[src/hdl/stream_pkg.sv]
package stream_pkg;

  // stream side widths
  localparam int unsigned DATA_W = 32;
  localparam int unsigned STRB_W = DATA_W / 8;
  localparam int unsigned CNT_W  = 16;  // transfer counter width

  // one beat from the engine
  typedef struct packed {
    logic [DATA_W-1:0] data;
    logic [STRB_W-1:0] strb;
  } stream_beat_t;

  // two-level address pattern
  typedef struct packed {
    logic [31:0]      base_addr;  // byte address of first beat
    logic [CNT_W-1:0] tot_len;    // beats in the whole transfer
    logic [CNT_W-1:0] d0_len;     // beats per line
    logic [15:0]      d0_stride;  // byte step inside a line
    logic [31:0]      d1_stride;  // byte step between lines
  } addrgen_ctrl_t;

  typedef struct packed {
    logic done;  // last address pushed
  } addrgen_flags_t;

  // control plane of the sink
  typedef struct packed {
    logic          req_start;
    addrgen_ctrl_t addrgen_ctrl;
  } sink_ctrl_t;

  typedef struct packed {
    logic           ready_start;    // idle and able to take a start
    logic           done;           // one cycle pulse at the end
    addrgen_flags_t addrgen_flags;
  } sink_flags_t;

  typedef enum logic [1:0] {
    IDLE    = 2'd0,
    WORKING = 2'd1,  // generator still running
    DRAIN   = 2'd2   // wait for the last beats
  } sink_state_e;

endpackage

[src/hdl/mem_pkg.sv]
package mem_pkg;

  // memory side widths
  localparam int unsigned ADDR_W     = 32;
  localparam int unsigned OFFS_W     = 2;                      // byte in a word
  localparam int unsigned WORD_W     = ADDR_W - OFFS_W;
  localparam int unsigned MEM_DATA_W = stream_pkg::DATA_W + 32; // room for a shifted beat
  localparam int unsigned MEM_BE_W   = MEM_DATA_W / 8;

  // byte address, or word index plus byte offset
  typedef union packed {
    logic [ADDR_W-1:0] byte_addr;
    struct packed {
      logic [WORD_W-1:0] word;
      logic [OFFS_W-1:0] offset;
    } split;
  } mem_addr_u;

  // one store on the scratchpad port
  typedef struct packed {
    logic [ADDR_W-1:0]     add;   // word aligned
    logic                  wen;   // 0 for a write
    logic [MEM_BE_W-1:0]   be;
    logic [MEM_DATA_W-1:0] data;
  } mem_req_t;

endpackage

[src/hdl/sink_addressgen.sv]
`timescale 1ns/100ps

module sink_addressgen (
  input  logic                      clk_i,
  input  logic                      rst_ni,
  input  logic                      clear_i,
  input  logic                      start_i,
  input  stream_pkg::addrgen_ctrl_t ctrl_i,
  output mem_pkg::mem_addr_u        addr_o,
  output logic                      addr_valid_o,
  input  logic                      addr_ready_i,
  output stream_pkg::addrgen_flags_t flags_o
);

  // pattern sampled at start
  logic [stream_pkg::CNT_W-1:0] tot_len_q;
  logic [stream_pkg::CNT_W-1:0] d0_len_q;
  logic [15:0]                  d0_stride_q;
  logic [31:0]                  d1_stride_q;

  logic                         run_q;    // addresses left to send
  logic                         done_q;
  logic [stream_pkg::CNT_W-1:0] cnt_q;    // addresses pushed so far
  logic [stream_pkg::CNT_W-1:0] inner_q;  // index inside the line
  logic [mem_pkg::ADDR_W-1:0]   line_q;   // start of current line
  logic [mem_pkg::ADDR_W-1:0]   offs_q;   // offset inside the line

  logic push;
  logic last_beat;
  logic last_inner;

  assign push       = run_q & addr_ready_i;
  assign last_beat  = cnt_q == tot_len_q - 1'b1;
  assign last_inner = inner_q == d0_len_q - 1'b1;

  assign addr_o.byte_addr = line_q + offs_q;
  assign addr_valid_o     = run_q;
  assign flags_o.done     = done_q;

  always_ff @(posedge clk_i) begin
    if (start_i) begin  // pattern for the whole transfer
      tot_len_q   <= ctrl_i.tot_len;
      d0_len_q    <= ctrl_i.d0_len;
      d0_stride_q <= ctrl_i.d0_stride;
      d1_stride_q <= ctrl_i.d1_stride;
    end
  end

  always_ff @(posedge clk_i or negedge rst_ni) begin
    if (!rst_ni) begin
      run_q   <= 1'b0;
      done_q  <= 1'b0;
      cnt_q   <= '0;
      inner_q <= '0;
      line_q  <= '0;
      offs_q  <= '0;
    end else if (clear_i) begin
      run_q   <= 1'b0;
      done_q  <= 1'b0;
      cnt_q   <= '0;
      inner_q <= '0;
      line_q  <= '0;
      offs_q  <= '0;
    end else if (start_i) begin
      run_q   <= 1'b1;  // first address next cycle
      done_q  <= 1'b0;
      cnt_q   <= '0;
      inner_q <= '0;
      line_q  <= ctrl_i.base_addr;
      offs_q  <= '0;
    end else if (push) begin
      cnt_q <= cnt_q + 1'b1;
      if (last_beat) begin
        run_q  <= 1'b0;
        done_q <= 1'b1;  // held until the sink clears us
      end
      if (last_inner) begin  // next line
        inner_q <= '0;
        offs_q  <= '0;
        line_q  <= line_q + d1_stride_q;
      end else begin
        inner_q <= inner_q + 1'b1;
        offs_q  <= offs_q + {{(mem_pkg::ADDR_W-16){1'b0}}, d0_stride_q};
      end
    end
  end

  // the fifo may sample addr a few cycles after valid rose
  a_addr_stable: assert property (
    @(posedge clk_i) disable iff (!rst_ni || clear_i)
    addr_valid_o && !addr_ready_i |=> addr_valid_o && $stable(addr_o)
  );

endmodule

[src/hdl/addr_fifo.sv]
`timescale 1ns/100ps

module addr_fifo (
  input  logic               clk_i,
  input  logic               rst_ni,
  input  logic               clear_i,
  input  mem_pkg::mem_addr_u push_data_i,
  input  logic               push_valid_i,
  output logic               push_ready_o,
  output mem_pkg::mem_addr_u pop_data_o,
  output logic               pop_valid_o,
  input  logic               pop_ready_i
);

  mem_pkg::mem_addr_u mem_q [2];
  logic [1:0]         wr_ptr_q;  // bit 1 is the wrap bit
  logic [1:0]         rd_ptr_q;

  logic full;
  logic empty;
  logic do_push;
  logic do_pop;

  assign empty = wr_ptr_q == rd_ptr_q;
  assign full  = (wr_ptr_q[0] == rd_ptr_q[0]) && (wr_ptr_q[1] != rd_ptr_q[1]);

  assign push_ready_o = ~full;
  assign pop_valid_o  = ~empty;
  assign pop_data_o   = mem_q[rd_ptr_q[0]];

  assign do_push = push_valid_i & push_ready_o;
  assign do_pop  = pop_valid_o & pop_ready_i;

  always_ff @(posedge clk_i) begin
    if (do_push) begin
      mem_q[wr_ptr_q[0]] <= push_data_i;  // visible at the output next cycle
    end
  end

  always_ff @(posedge clk_i or negedge rst_ni) begin
    if (!rst_ni) begin
      wr_ptr_q <= '0;
      rd_ptr_q <= '0;
    end else if (clear_i) begin
      wr_ptr_q <= '0;  // drop whatever is left
      rd_ptr_q <= '0;
    end else begin
      if (do_push) wr_ptr_q <= wr_ptr_q + 1'b1;
      if (do_pop)  rd_ptr_q <= rd_ptr_q + 1'b1;
    end
  end

  // a push offered while full leaves the write side alone
  a_no_push_full: assert property (
    @(posedge clk_i) disable iff (!rst_ni || clear_i)
    full && push_valid_i |=> $stable(wr_ptr_q)
  );

  // a pop asked while empty leaves the read side alone
  a_no_pop_empty: assert property (
    @(posedge clk_i) disable iff (!rst_ni || clear_i)
    empty && pop_ready_i |=> $stable(rd_ptr_q)
  );

endmodule

[src/hdl/mem_req_fifo.sv]
`timescale 1ns/100ps

module mem_req_fifo #(
  parameter int unsigned DEPTH = 2  // 0 gives a plain wire
) (
  input  logic              clk_i,
  input  logic              rst_ni,
  input  logic              clear_i,
  input  mem_pkg::mem_req_t in_req_i,
  input  logic              in_valid_i,
  output logic              in_gnt_o,
  output mem_pkg::mem_req_t out_req_o,
  output logic              out_valid_o,
  input  logic              out_gnt_i
);

  if (DEPTH == 0) begin : g_bypass
    assign out_req_o   = in_req_i;
    assign out_valid_o = in_valid_i;
    assign in_gnt_o    = out_gnt_i;  // grant comes straight from memory
  end else begin : g_fifo
    localparam int unsigned IDX_W = (DEPTH > 1) ? $clog2(DEPTH) : 1;
    localparam int unsigned USE_W = $clog2(DEPTH + 1);

    mem_pkg::mem_req_t mem_q [DEPTH];
    logic [IDX_W-1:0]  wr_idx_q;
    logic [IDX_W-1:0]  rd_idx_q;
    logic [USE_W-1:0]  used_q;  // entries held

    logic do_push;
    logic do_pop;

    assign in_gnt_o    = used_q != USE_W'(DEPTH);
    assign out_valid_o = used_q != '0;
    assign out_req_o   = mem_q[rd_idx_q];  // stable until popped

    assign do_push = in_valid_i & in_gnt_o;
    assign do_pop  = out_valid_o & out_gnt_i;

    always_ff @(posedge clk_i) begin
      if (do_push) mem_q[wr_idx_q] <= in_req_i;
    end

    always_ff @(posedge clk_i or negedge rst_ni) begin
      if (!rst_ni) begin
        wr_idx_q <= '0;
        rd_idx_q <= '0;
        used_q   <= '0;
      end else if (clear_i) begin
        wr_idx_q <= '0;
        rd_idx_q <= '0;
        used_q   <= '0;
      end else begin
        if (do_push) wr_idx_q <= (wr_idx_q == IDX_W'(DEPTH-1)) ? '0 : wr_idx_q + 1'b1;
        if (do_pop)  rd_idx_q <= (rd_idx_q == IDX_W'(DEPTH-1)) ? '0 : rd_idx_q + 1'b1;
        if (do_push && !do_pop)      used_q <= used_q + 1'b1;
        else if (do_pop && !do_push) used_q <= used_q - 1'b1;
      end
    end
  end

endmodule

[src/hdl/stream_sink.sv]
`timescale 1ns/100ps

module stream_sink (
  input  logic                     clk_i,
  input  logic                     rst_ni,
  input  logic                     clear_i,
  input  stream_pkg::sink_ctrl_t   ctrl_i,
  output stream_pkg::sink_flags_t  flags_o,
  input  logic                     gen_done_i,
  output logic                     gen_start_o,
  output logic                     gen_clear_o,
  input  mem_pkg::mem_addr_u       addr_i,
  input  logic                     addr_valid_i,
  output logic                     addr_ready_o,
  input  stream_pkg::stream_beat_t beat_i,
  input  logic                     beat_valid_i,
  output logic                     beat_ready_o,
  output mem_pkg::mem_req_t        req_o,
  output logic                     req_valid_o,
  input  logic                     gnt_i
);

  stream_pkg::sink_state_e state_q;
  stream_pkg::sink_state_e state_d;

  logic [stream_pkg::CNT_W-1:0] beat_cnt_q;  // addresses popped
  logic [stream_pkg::CNT_W-1:0] tot_len_q;
  logic                         done_q;

  logic active;
  logic start;
  logic finish;
  logic pop;

  mem_pkg::mem_addr_u              word_addr;   // addr with offset cleared
  logic [mem_pkg::MEM_DATA_W-1:0] data_shift;
  logic [mem_pkg::MEM_BE_W-1:0]   be_shift;

  assign active = state_q != stream_pkg::IDLE;
  assign start  = ctrl_i.req_start & ~active;
  assign finish = (state_q == stream_pkg::DRAIN) && (beat_cnt_q == tot_len_q);

  assign gen_start_o = start;
  assign gen_clear_o = clear_i | finish;  // generator restarts clean

  // beat and address leave together on a grant
  assign beat_ready_o = ~beat_valid_i | (gnt_i & addr_valid_i & active);
  assign addr_ready_o = beat_valid_i & beat_ready_o & active;
  assign pop          = addr_valid_i & addr_ready_o;
  assign req_valid_o  = active & beat_valid_i & addr_valid_i;

  // byte k goes to byte offset+k of the wide word
  assign data_shift = {{(mem_pkg::MEM_DATA_W-stream_pkg::DATA_W){1'b0}}, beat_i.data}
                      << {addr_i.split.offset, 3'b000};
  assign be_shift   = {{(mem_pkg::MEM_BE_W-stream_pkg::STRB_W){1'b0}}, beat_i.strb}
                      << addr_i.split.offset;

  always_comb begin
    word_addr              = addr_i;
    word_addr.split.offset = '0;
  end

  always_comb begin
    req_o = '0;  // quiet bus while idle
    if (active) begin
      req_o.add  = word_addr.byte_addr;
      req_o.wen  = 1'b0;  // writes only
      req_o.be   = be_shift;
      req_o.data = data_shift;
    end
  end

  always_comb begin
    state_d = state_q;
    case (state_q)
      stream_pkg::IDLE:    if (start) state_d = stream_pkg::WORKING;
      stream_pkg::WORKING: if (gen_done_i) state_d = stream_pkg::DRAIN;
      stream_pkg::DRAIN:   if (finish) state_d = stream_pkg::IDLE;
      default:             state_d = stream_pkg::IDLE;
    endcase
  end

  always_ff @(posedge clk_i) begin
    if (start) tot_len_q <= ctrl_i.addrgen_ctrl.tot_len;
  end

  always_ff @(posedge clk_i or negedge rst_ni) begin
    if (!rst_ni) begin
      state_q    <= stream_pkg::IDLE;
      done_q     <= 1'b0;
      beat_cnt_q <= '0;
    end else if (clear_i) begin
      state_q    <= stream_pkg::IDLE;  // abort without done
      done_q     <= 1'b0;
      beat_cnt_q <= '0;
    end else begin
      state_q <= state_d;
      done_q  <= finish;  // high in first idle cycle
      if (start || finish) beat_cnt_q <= '0;
      else if (pop)        beat_cnt_q <= beat_cnt_q + 1'b1;
    end
  end

  assign flags_o.ready_start        = ~active;
  assign flags_o.done               = done_q;
  assign flags_o.addrgen_flags.done = gen_done_i;

  // relies on the engine and the addr fifo holding their outputs too
  a_req_held: assert property (
    @(posedge clk_i) disable iff (!rst_ni || clear_i)
    req_valid_o && !gnt_i |=> req_valid_o && $stable(req_o.add)
                              && $stable(req_o.be) && $stable(req_o.data)
  );

endmodule

[src/hdl/sink_top.sv]
`timescale 1ns/100ps

module sink_top (
  input  logic                     clk_i,
  input  logic                     rst_ni,
  input  logic                     clear_i,
  input  stream_pkg::sink_ctrl_t   ctrl_i,
  output stream_pkg::sink_flags_t  flags_o,
  input  stream_pkg::stream_beat_t beat_i,
  input  logic                     beat_valid_i,
  output logic                     beat_ready_o,
  output mem_pkg::mem_req_t        mem_req_o,
  output logic                     mem_req_valid_o,
  input  logic                     mem_gnt_i
);

  mem_pkg::mem_addr_u         gen_addr;
  logic                       gen_addr_valid;
  logic                       gen_addr_ready;
  mem_pkg::mem_addr_u         fifo_addr;
  logic                       fifo_addr_valid;
  logic                       fifo_addr_ready;
  stream_pkg::addrgen_flags_t gen_flags;
  logic                       gen_start;
  logic                       gen_clear;  // includes clear_i
  mem_pkg::mem_req_t          sink_req;
  logic                       sink_req_valid;
  logic                       sink_gnt;

  sink_addressgen i_addressgen (
    .clk_i        ( clk_i               ),
    .rst_ni       ( rst_ni              ),
    .clear_i      ( gen_clear           ),
    .start_i      ( gen_start           ),
    .ctrl_i       ( ctrl_i.addrgen_ctrl ),
    .addr_o       ( gen_addr            ),
    .addr_valid_o ( gen_addr_valid      ),
    .addr_ready_i ( gen_addr_ready      ),
    .flags_o      ( gen_flags           )
  );

  addr_fifo i_addr_fifo (
    .clk_i        ( clk_i           ),
    .rst_ni       ( rst_ni          ),
    .clear_i      ( clear_i         ),
    .push_data_i  ( gen_addr        ),
    .push_valid_i ( gen_addr_valid  ),
    .push_ready_o ( gen_addr_ready  ),
    .pop_data_o   ( fifo_addr       ),
    .pop_valid_o  ( fifo_addr_valid ),
    .pop_ready_i  ( fifo_addr_ready )
  );

  stream_sink i_sink (
    .clk_i        ( clk_i           ),
    .rst_ni       ( rst_ni          ),
    .clear_i      ( clear_i         ),
    .ctrl_i       ( ctrl_i          ),
    .flags_o      ( flags_o         ),
    .gen_done_i   ( gen_flags.done  ),
    .gen_start_o  ( gen_start       ),
    .gen_clear_o  ( gen_clear       ),
    .addr_i       ( fifo_addr       ),
    .addr_valid_i ( fifo_addr_valid ),
    .addr_ready_o ( fifo_addr_ready ),
    .beat_i       ( beat_i          ),
    .beat_valid_i ( beat_valid_i    ),
    .beat_ready_o ( beat_ready_o    ),
    .req_o        ( sink_req        ),
    .req_valid_o  ( sink_req_valid  ),
    .gnt_i        ( sink_gnt        )
  );

  // decouples a slow grant from the stream
  mem_req_fifo #(
    .DEPTH ( 2 )
  ) i_req_fifo (
    .clk_i       ( clk_i           ),
    .rst_ni      ( rst_ni          ),
    .clear_i     ( clear_i         ),
    .in_req_i    ( sink_req        ),
    .in_valid_i  ( sink_req_valid  ),
    .in_gnt_o    ( sink_gnt        ),
    .out_req_o   ( mem_req_o       ),
    .out_valid_o ( mem_req_valid_o ),
    .out_gnt_i   ( mem_gnt_i       )
  );

endmodule

[config.mk]
export PLATFORM = sky130hd
export DESIGN_NAME = sink_top
export DESIGN_NICKNAME = d
export VERILOG_FILES = /design/src/hdl/stream_pkg.sv /design/src/hdl/mem_pkg.sv /design/src/hdl/sink_addressgen.sv /design/src/hdl/addr_fifo.sv /design/src/hdl/mem_req_fifo.sv /design/src/hdl/stream_sink.sv /design/src/hdl/sink_top.sv
export SDC_FILE = /design/constraint.sdc
export NUM_CORES = 1
export LEC_CHECK = 0
export ABC_CLOCK_PERIOD_IN_PS = 6600
export BUFFER_PORTS_ARGS = -buffer_cell sky130_fd_sc_hd__buf_2
export CAP_MARGIN = 20
export CORE_UTILIZATION = 40
export DETAILED_ROUTE_END_ITERATION = 12
export GPL_TIMING_DRIVEN = 0
export PLACE_DENSITY = 0.7
export SETUP_SLACK_MARGIN = 0.4
export SKIP_CTS_REPAIR_TIMING = 1
export SYNTH_ARGS = -nofsm -noshare
export SYNTH_HDL_FRONTEND = slang
export SYNTH_SLANG_ARGS = --single-unit
[constraint.sdc]
create_clock -name clk_i -period 6.6 [get_ports clk_i]
set_clock_uncertainty 0.1 [all_clocks]
set_input_delay 0.66 -clock clk_i [delete_from_list [all_inputs] [get_ports clk_i]]
set_output_delay 0.66 -clock clk_i [all_outputs]
set_load 0.005 [all_outputs]
==> metrics <==
total clock buffers created by CTS 51; clock power share 41.7%; maximum number of pins on one net before global-route repair 97; Port Buf Inserts 251; post-layout worst setup margin 2.47 ns; first-pass GRT wire length 91,200 µm; highest fanout seen on the critical path 3; Max Cap Violations 0; WS Path Type reg2reg; Reg clk slew, reported paths 0.06 ns; leakage dissipation 11.1 nW; result of the run complete, no violations; initial antenna violation count 2; post-synth design cell area 0.0236 mm²; fraction of final layout cells with drive strength greater than 1 20.5%; leading post-synthesis cells by instance count sky130_fd_sc_hd__edfxtp_1 (330), sky130_fd_sc_hd__nor2_1 (209), sky130_fd_sc_hd__a21oi_1 (135); sequential fraction of design power 46.5%; half-perimeter wire length after placement 44,400 µm; Crit path required time 6.84 ns; most area-consuming cells after synthesis sky130_fd_sc_hd__edfxtp_1 (42%), sky130_fd_sc_hd__dfrtp_1 (13%), sky130_fd_sc_hd__mux2_2 (4.8%); core footprint 0.0580 mm²; number of enable flip-flop cells after synthesis 330; area enclosed by the die boundary 0.0600 mm²; cell chosen for the clock root sky130_fd_sc_hd__clkbuf_16; sw frac 24.5%; footprint of the multi-input gates 0.0101 mm²; TritonCTS clock tree done; Sequential Area 0.0130 mm²; number of nets in the layout 2,572; flop and latch count out of synthesis 455; proportion of synthesized flip-flops having asynchronous set or reset 27.5%; Mapped Avg Cell Area 11.8 µm²; combinational power share 11.8%; layout filler cell count 5,117; register area share after synthesis 55.2%; Die X-Extent 245 µm; Die H 245 µm; nature of the critical path endpoint register; count of cell types in the netlist 75; Num Clock Sinks 455; CP Data Arrival Time 4.37 ns; DR vias 16,900; unrepaired setup endpoints after global routing false; GR Overflow Total 0; number of antenna-violating nets in the routed design 0; number of placement rows 88; Final period util 62.5%; wirelength, routed 58,900 µm; number of DRC markers after the initial detailed-route iteration 1,280; category of the worst setup path launch point register; hold violation total from the final report 0; Worst R2R Path Depth 12; post-synthesis cell type with the largest combined area sky130_fd_sc_hd__edfxtp_1; setup slack at placement 2.63 ns; most common flop cell mapped by yosys sky130_fd_sc_hd__edfxtp_1; I/O Pins 264; most common cell in the netlist sky130_fd_sc_hd__edfxtp_1; power density over the cells 252 mW/mm²; worst min path class in2reg; worst supply voltage drop on vdd 178 µV; GPL Wtd Cong 0.915; number of H-tree levels 2; Yosys Warn Count 0; DRT Pass-1 Iters 5; number of global-route vias before repair 16,800; slew at the pin with the worst max-slew slack 0.890 ns; clock latency of the later-clocked register in the worst-skew pair 0.61 ns; initial standard-cell utilization of the core 40.7%; reported net switching power 1.72 mW; number of endpoints failing setup at the final stage 0; Slew Limit Fails 0; portion of synthesized cell area occupied by the leading cell type 41.9%; largest buffer count on any clock path 3; fin crit period 4.13 ns; worst max-slew margin expressed relative to the limit 39.1%; Total GRT Usage 19.3%; Syn-to-layout area delta 17.7%; number of vias per cell after detailed routing 5.38; Final Power 7.01 mW; Internal Dissipation 5.29 mW; Routed WL per cell 18.7 µm; FMAX 242 MHz; gate count of the mapped netlist 2,009; remaining routing DRC violations 0; Hold Path Depth 1
==> per-layer routing <==
metal  GRT usage [%]  share of wire (%)  up-vias  wire length [µm]
li1                -                  -     8056                 -
met1            24.7                 42     8105             24900
met2            32.0                 47      611             27600
met3            3.03                6.4      140              3760
met4            9.14                4.4        0              2580
met5               0                  0        -                 0
==> logic make-up after synthesis <==
kind of cell,synth area share (%)
and+or+nand+nor,12.1
adders and majority gates,4.65
DFF,55.2
buffers and inverters,2.48
other,0.0159
xor gates and xnor gates,6.30
muxes,8.80
AOI/OAI and AO/OA,10.4
==> placed cells by master (no fill, tap or decap), types with 21 or more instances in the layout <==
cell,instances
sky130_fd_sc_hd__edfxtp_1,330
sky130_fd_sc_hd__buf_2,254
sky130_fd_sc_hd__nor2_1,208
sky130_fd_sc_hd__a21oi_1,135
sky130_fd_sc_hd__dfrtp_1,125
sky130_fd_sc_hd__nand2_1,123
sky130_fd_sc_hd__mux2_2,100
sky130_fd_sc_hd__xnor2_1,93
sky130_fd_sc_hd__ha_1,83
sky130_fd_sc_hd__xor2_1,77
sky130_fd_sc_hd__clkbuf_1,76
sky130_fd_sc_hd__mux2i_1,75
sky130_fd_sc_hd__o21ai_0,68
sky130_fd_sc_hd__clkbuf_16,54
sky130_fd_sc_hd__inv_1,42
sky130_fd_sc_hd__a21o_1,37
sky130_fd_sc_hd__nor3_1,35
sky130_fd_sc_hd__nand3_1,32
sky130_fd_sc_hd__a211oi_1,31
sky130_fd_sc_hd__and3_1,27
sky130_fd_sc_hd__nor2b_1,21
==> flip-flops by register name, summed over array words and instances, names as in the netlist <==
register,flops
i_req_fifo.g_fifo.rd_idx_q,1
i_addressgen.addr_valid_o,1
i_addressgen.tot_len_q,16
i_addressgen.flags_o,1
i_req_fifo.g_fifo.wr_idx_q,1
i_addressgen.line_q,32
i_addressgen.d1_stride_q,32
i_req_fifo.g_fifo.used_q,2
i_addressgen.d0_len_q,16
i_addressgen.d0_stride_q,16
i_sink.beat_cnt_q,16
i_addressgen.inner_q,16
i_addr_fifo.rd_ptr_q,2
i_req_fifo.g_fifo.mem_q,186
i_addressgen.offs_q,32
i_addr_fifo.mem_q,64
i_addressgen.cnt_q,16
i_addr_fifo.wr_ptr_q,2
i_sink.done_q,1
i_sink.state_q,2
==> worst max-delay path, stage by stage, from the launching register on <==
cell and delay, ns:
sky130_fd_sc_hd__dfrtp_1 0.43, sky130_fd_sc_hd__ha_1 0.21, sky130_fd_sc_hd__inv_1 0.06, sky130_fd_sc_hd__fa_1 0.41, sky130_fd_sc_hd__nor2b_1 0.13, sky130_fd_sc_hd__o21ai_0 0.13
sky130_fd_sc_hd__a2111oi_0 0.83, sky130_fd_sc_hd__o21ai_0 0.35, sky130_fd_sc_hd__and4b_1 0.28, sky130_fd_sc_hd__o31ai_1 0.35, sky130_fd_sc_hd__a21oi_1 0.17, sky130_fd_sc_hd__o31a_1 0.28
sky130_fd_sc_hd__xnor2_1 0.14
==> final cells by class <==
| cell class | instances | area share (%) |
|---|---|---|
| flip-flops and latches | 455 | 46.9 |
| multi-input cells | 1430 | 36.2 |
| clock buffers | 70 | 5.18 |
| repair buffers | 259 | 5.11 |
| well taps | 765 | 3.44 |
| plain buffers | 93 | 1.56 |
| clock inverters | 26 | 1.08 |
| inverters | 42 | 0.567 |
| diodes | 1 | 0.00900 |
==> stage by stage <==
| step | TNS (ns) | cells | hold WS [ns] | cell area (µm²) | utilization (%) |
|---|---|---|---|---|---|
| 2_1_floorplan | 0 | 2020 | 0.264 | 23700 | - |
| 3_3_place_gp | -27.28 | 3036 | 0.405 | 25900 | 44.6 |
| 3_5_place_dp | 0 | 3042 | 0.427 | 26100 | 44.9 |
| 4_1_cts | 0 | 3138 | -0.203 | 27800 | 47.9 |
| 5_1_grt | 0 | 3141 | 0.0987 | 27800 | 47.9 |
| 6_report | 0 | 3141 | 0.128 | 27800 | 47.9 |
==> worst paths after layout <==
| kind | slack [ns] | from | endpoint |
|---|---|---|---|
| setup / recovery | 2.47 | i_addressgen.line_q[0]$_DFFE_PN0P_ | i_addr_fifo.mem_q[1][30]$_DFFE_PP_ |
| hold / removal | 0.13 | ctrl_i[2] | i_addressgen.d1_stride_q[2]$_DFFE_PP_ |
| setup reg to reg | 2.47 | i_addressgen.line_q[0]$_DFFE_PN0P_ | i_addr_fifo.mem_q[1][30]$_DFFE_PP_ |
| hold reg to reg | 0.44 | i_addressgen.flags_o$_DFFE_PN0P_ | i_sink.state_q[0]$_DFFE_PN0P_ |
| max in group asynchronous | 5.20 | rst_ni | i_addr_fifo.rd_ptr_q[0]$_DFFE_PN0P_ |
| min in group asynchronous | 0.41 | rst_ni | i_addressgen.offs_q[14]$_DFFE_PN0P_ |
==> power by group through the flow <==
stage / combinational, mW / clock (mW) / sequential, mW
final: 0.828 / 2.92 / 3.26
after global routing: 0.912 / 3.10 / 3.27
after CTS: 0.825 / 2.98 / 3.26
after detailed placement: 0.821 / 0 / 3.32
after global placement: 0.790 / 0 / 3.32
after floorplan: 0.545 / 0 / 3.29
Power figures use the tool's default switching activity.
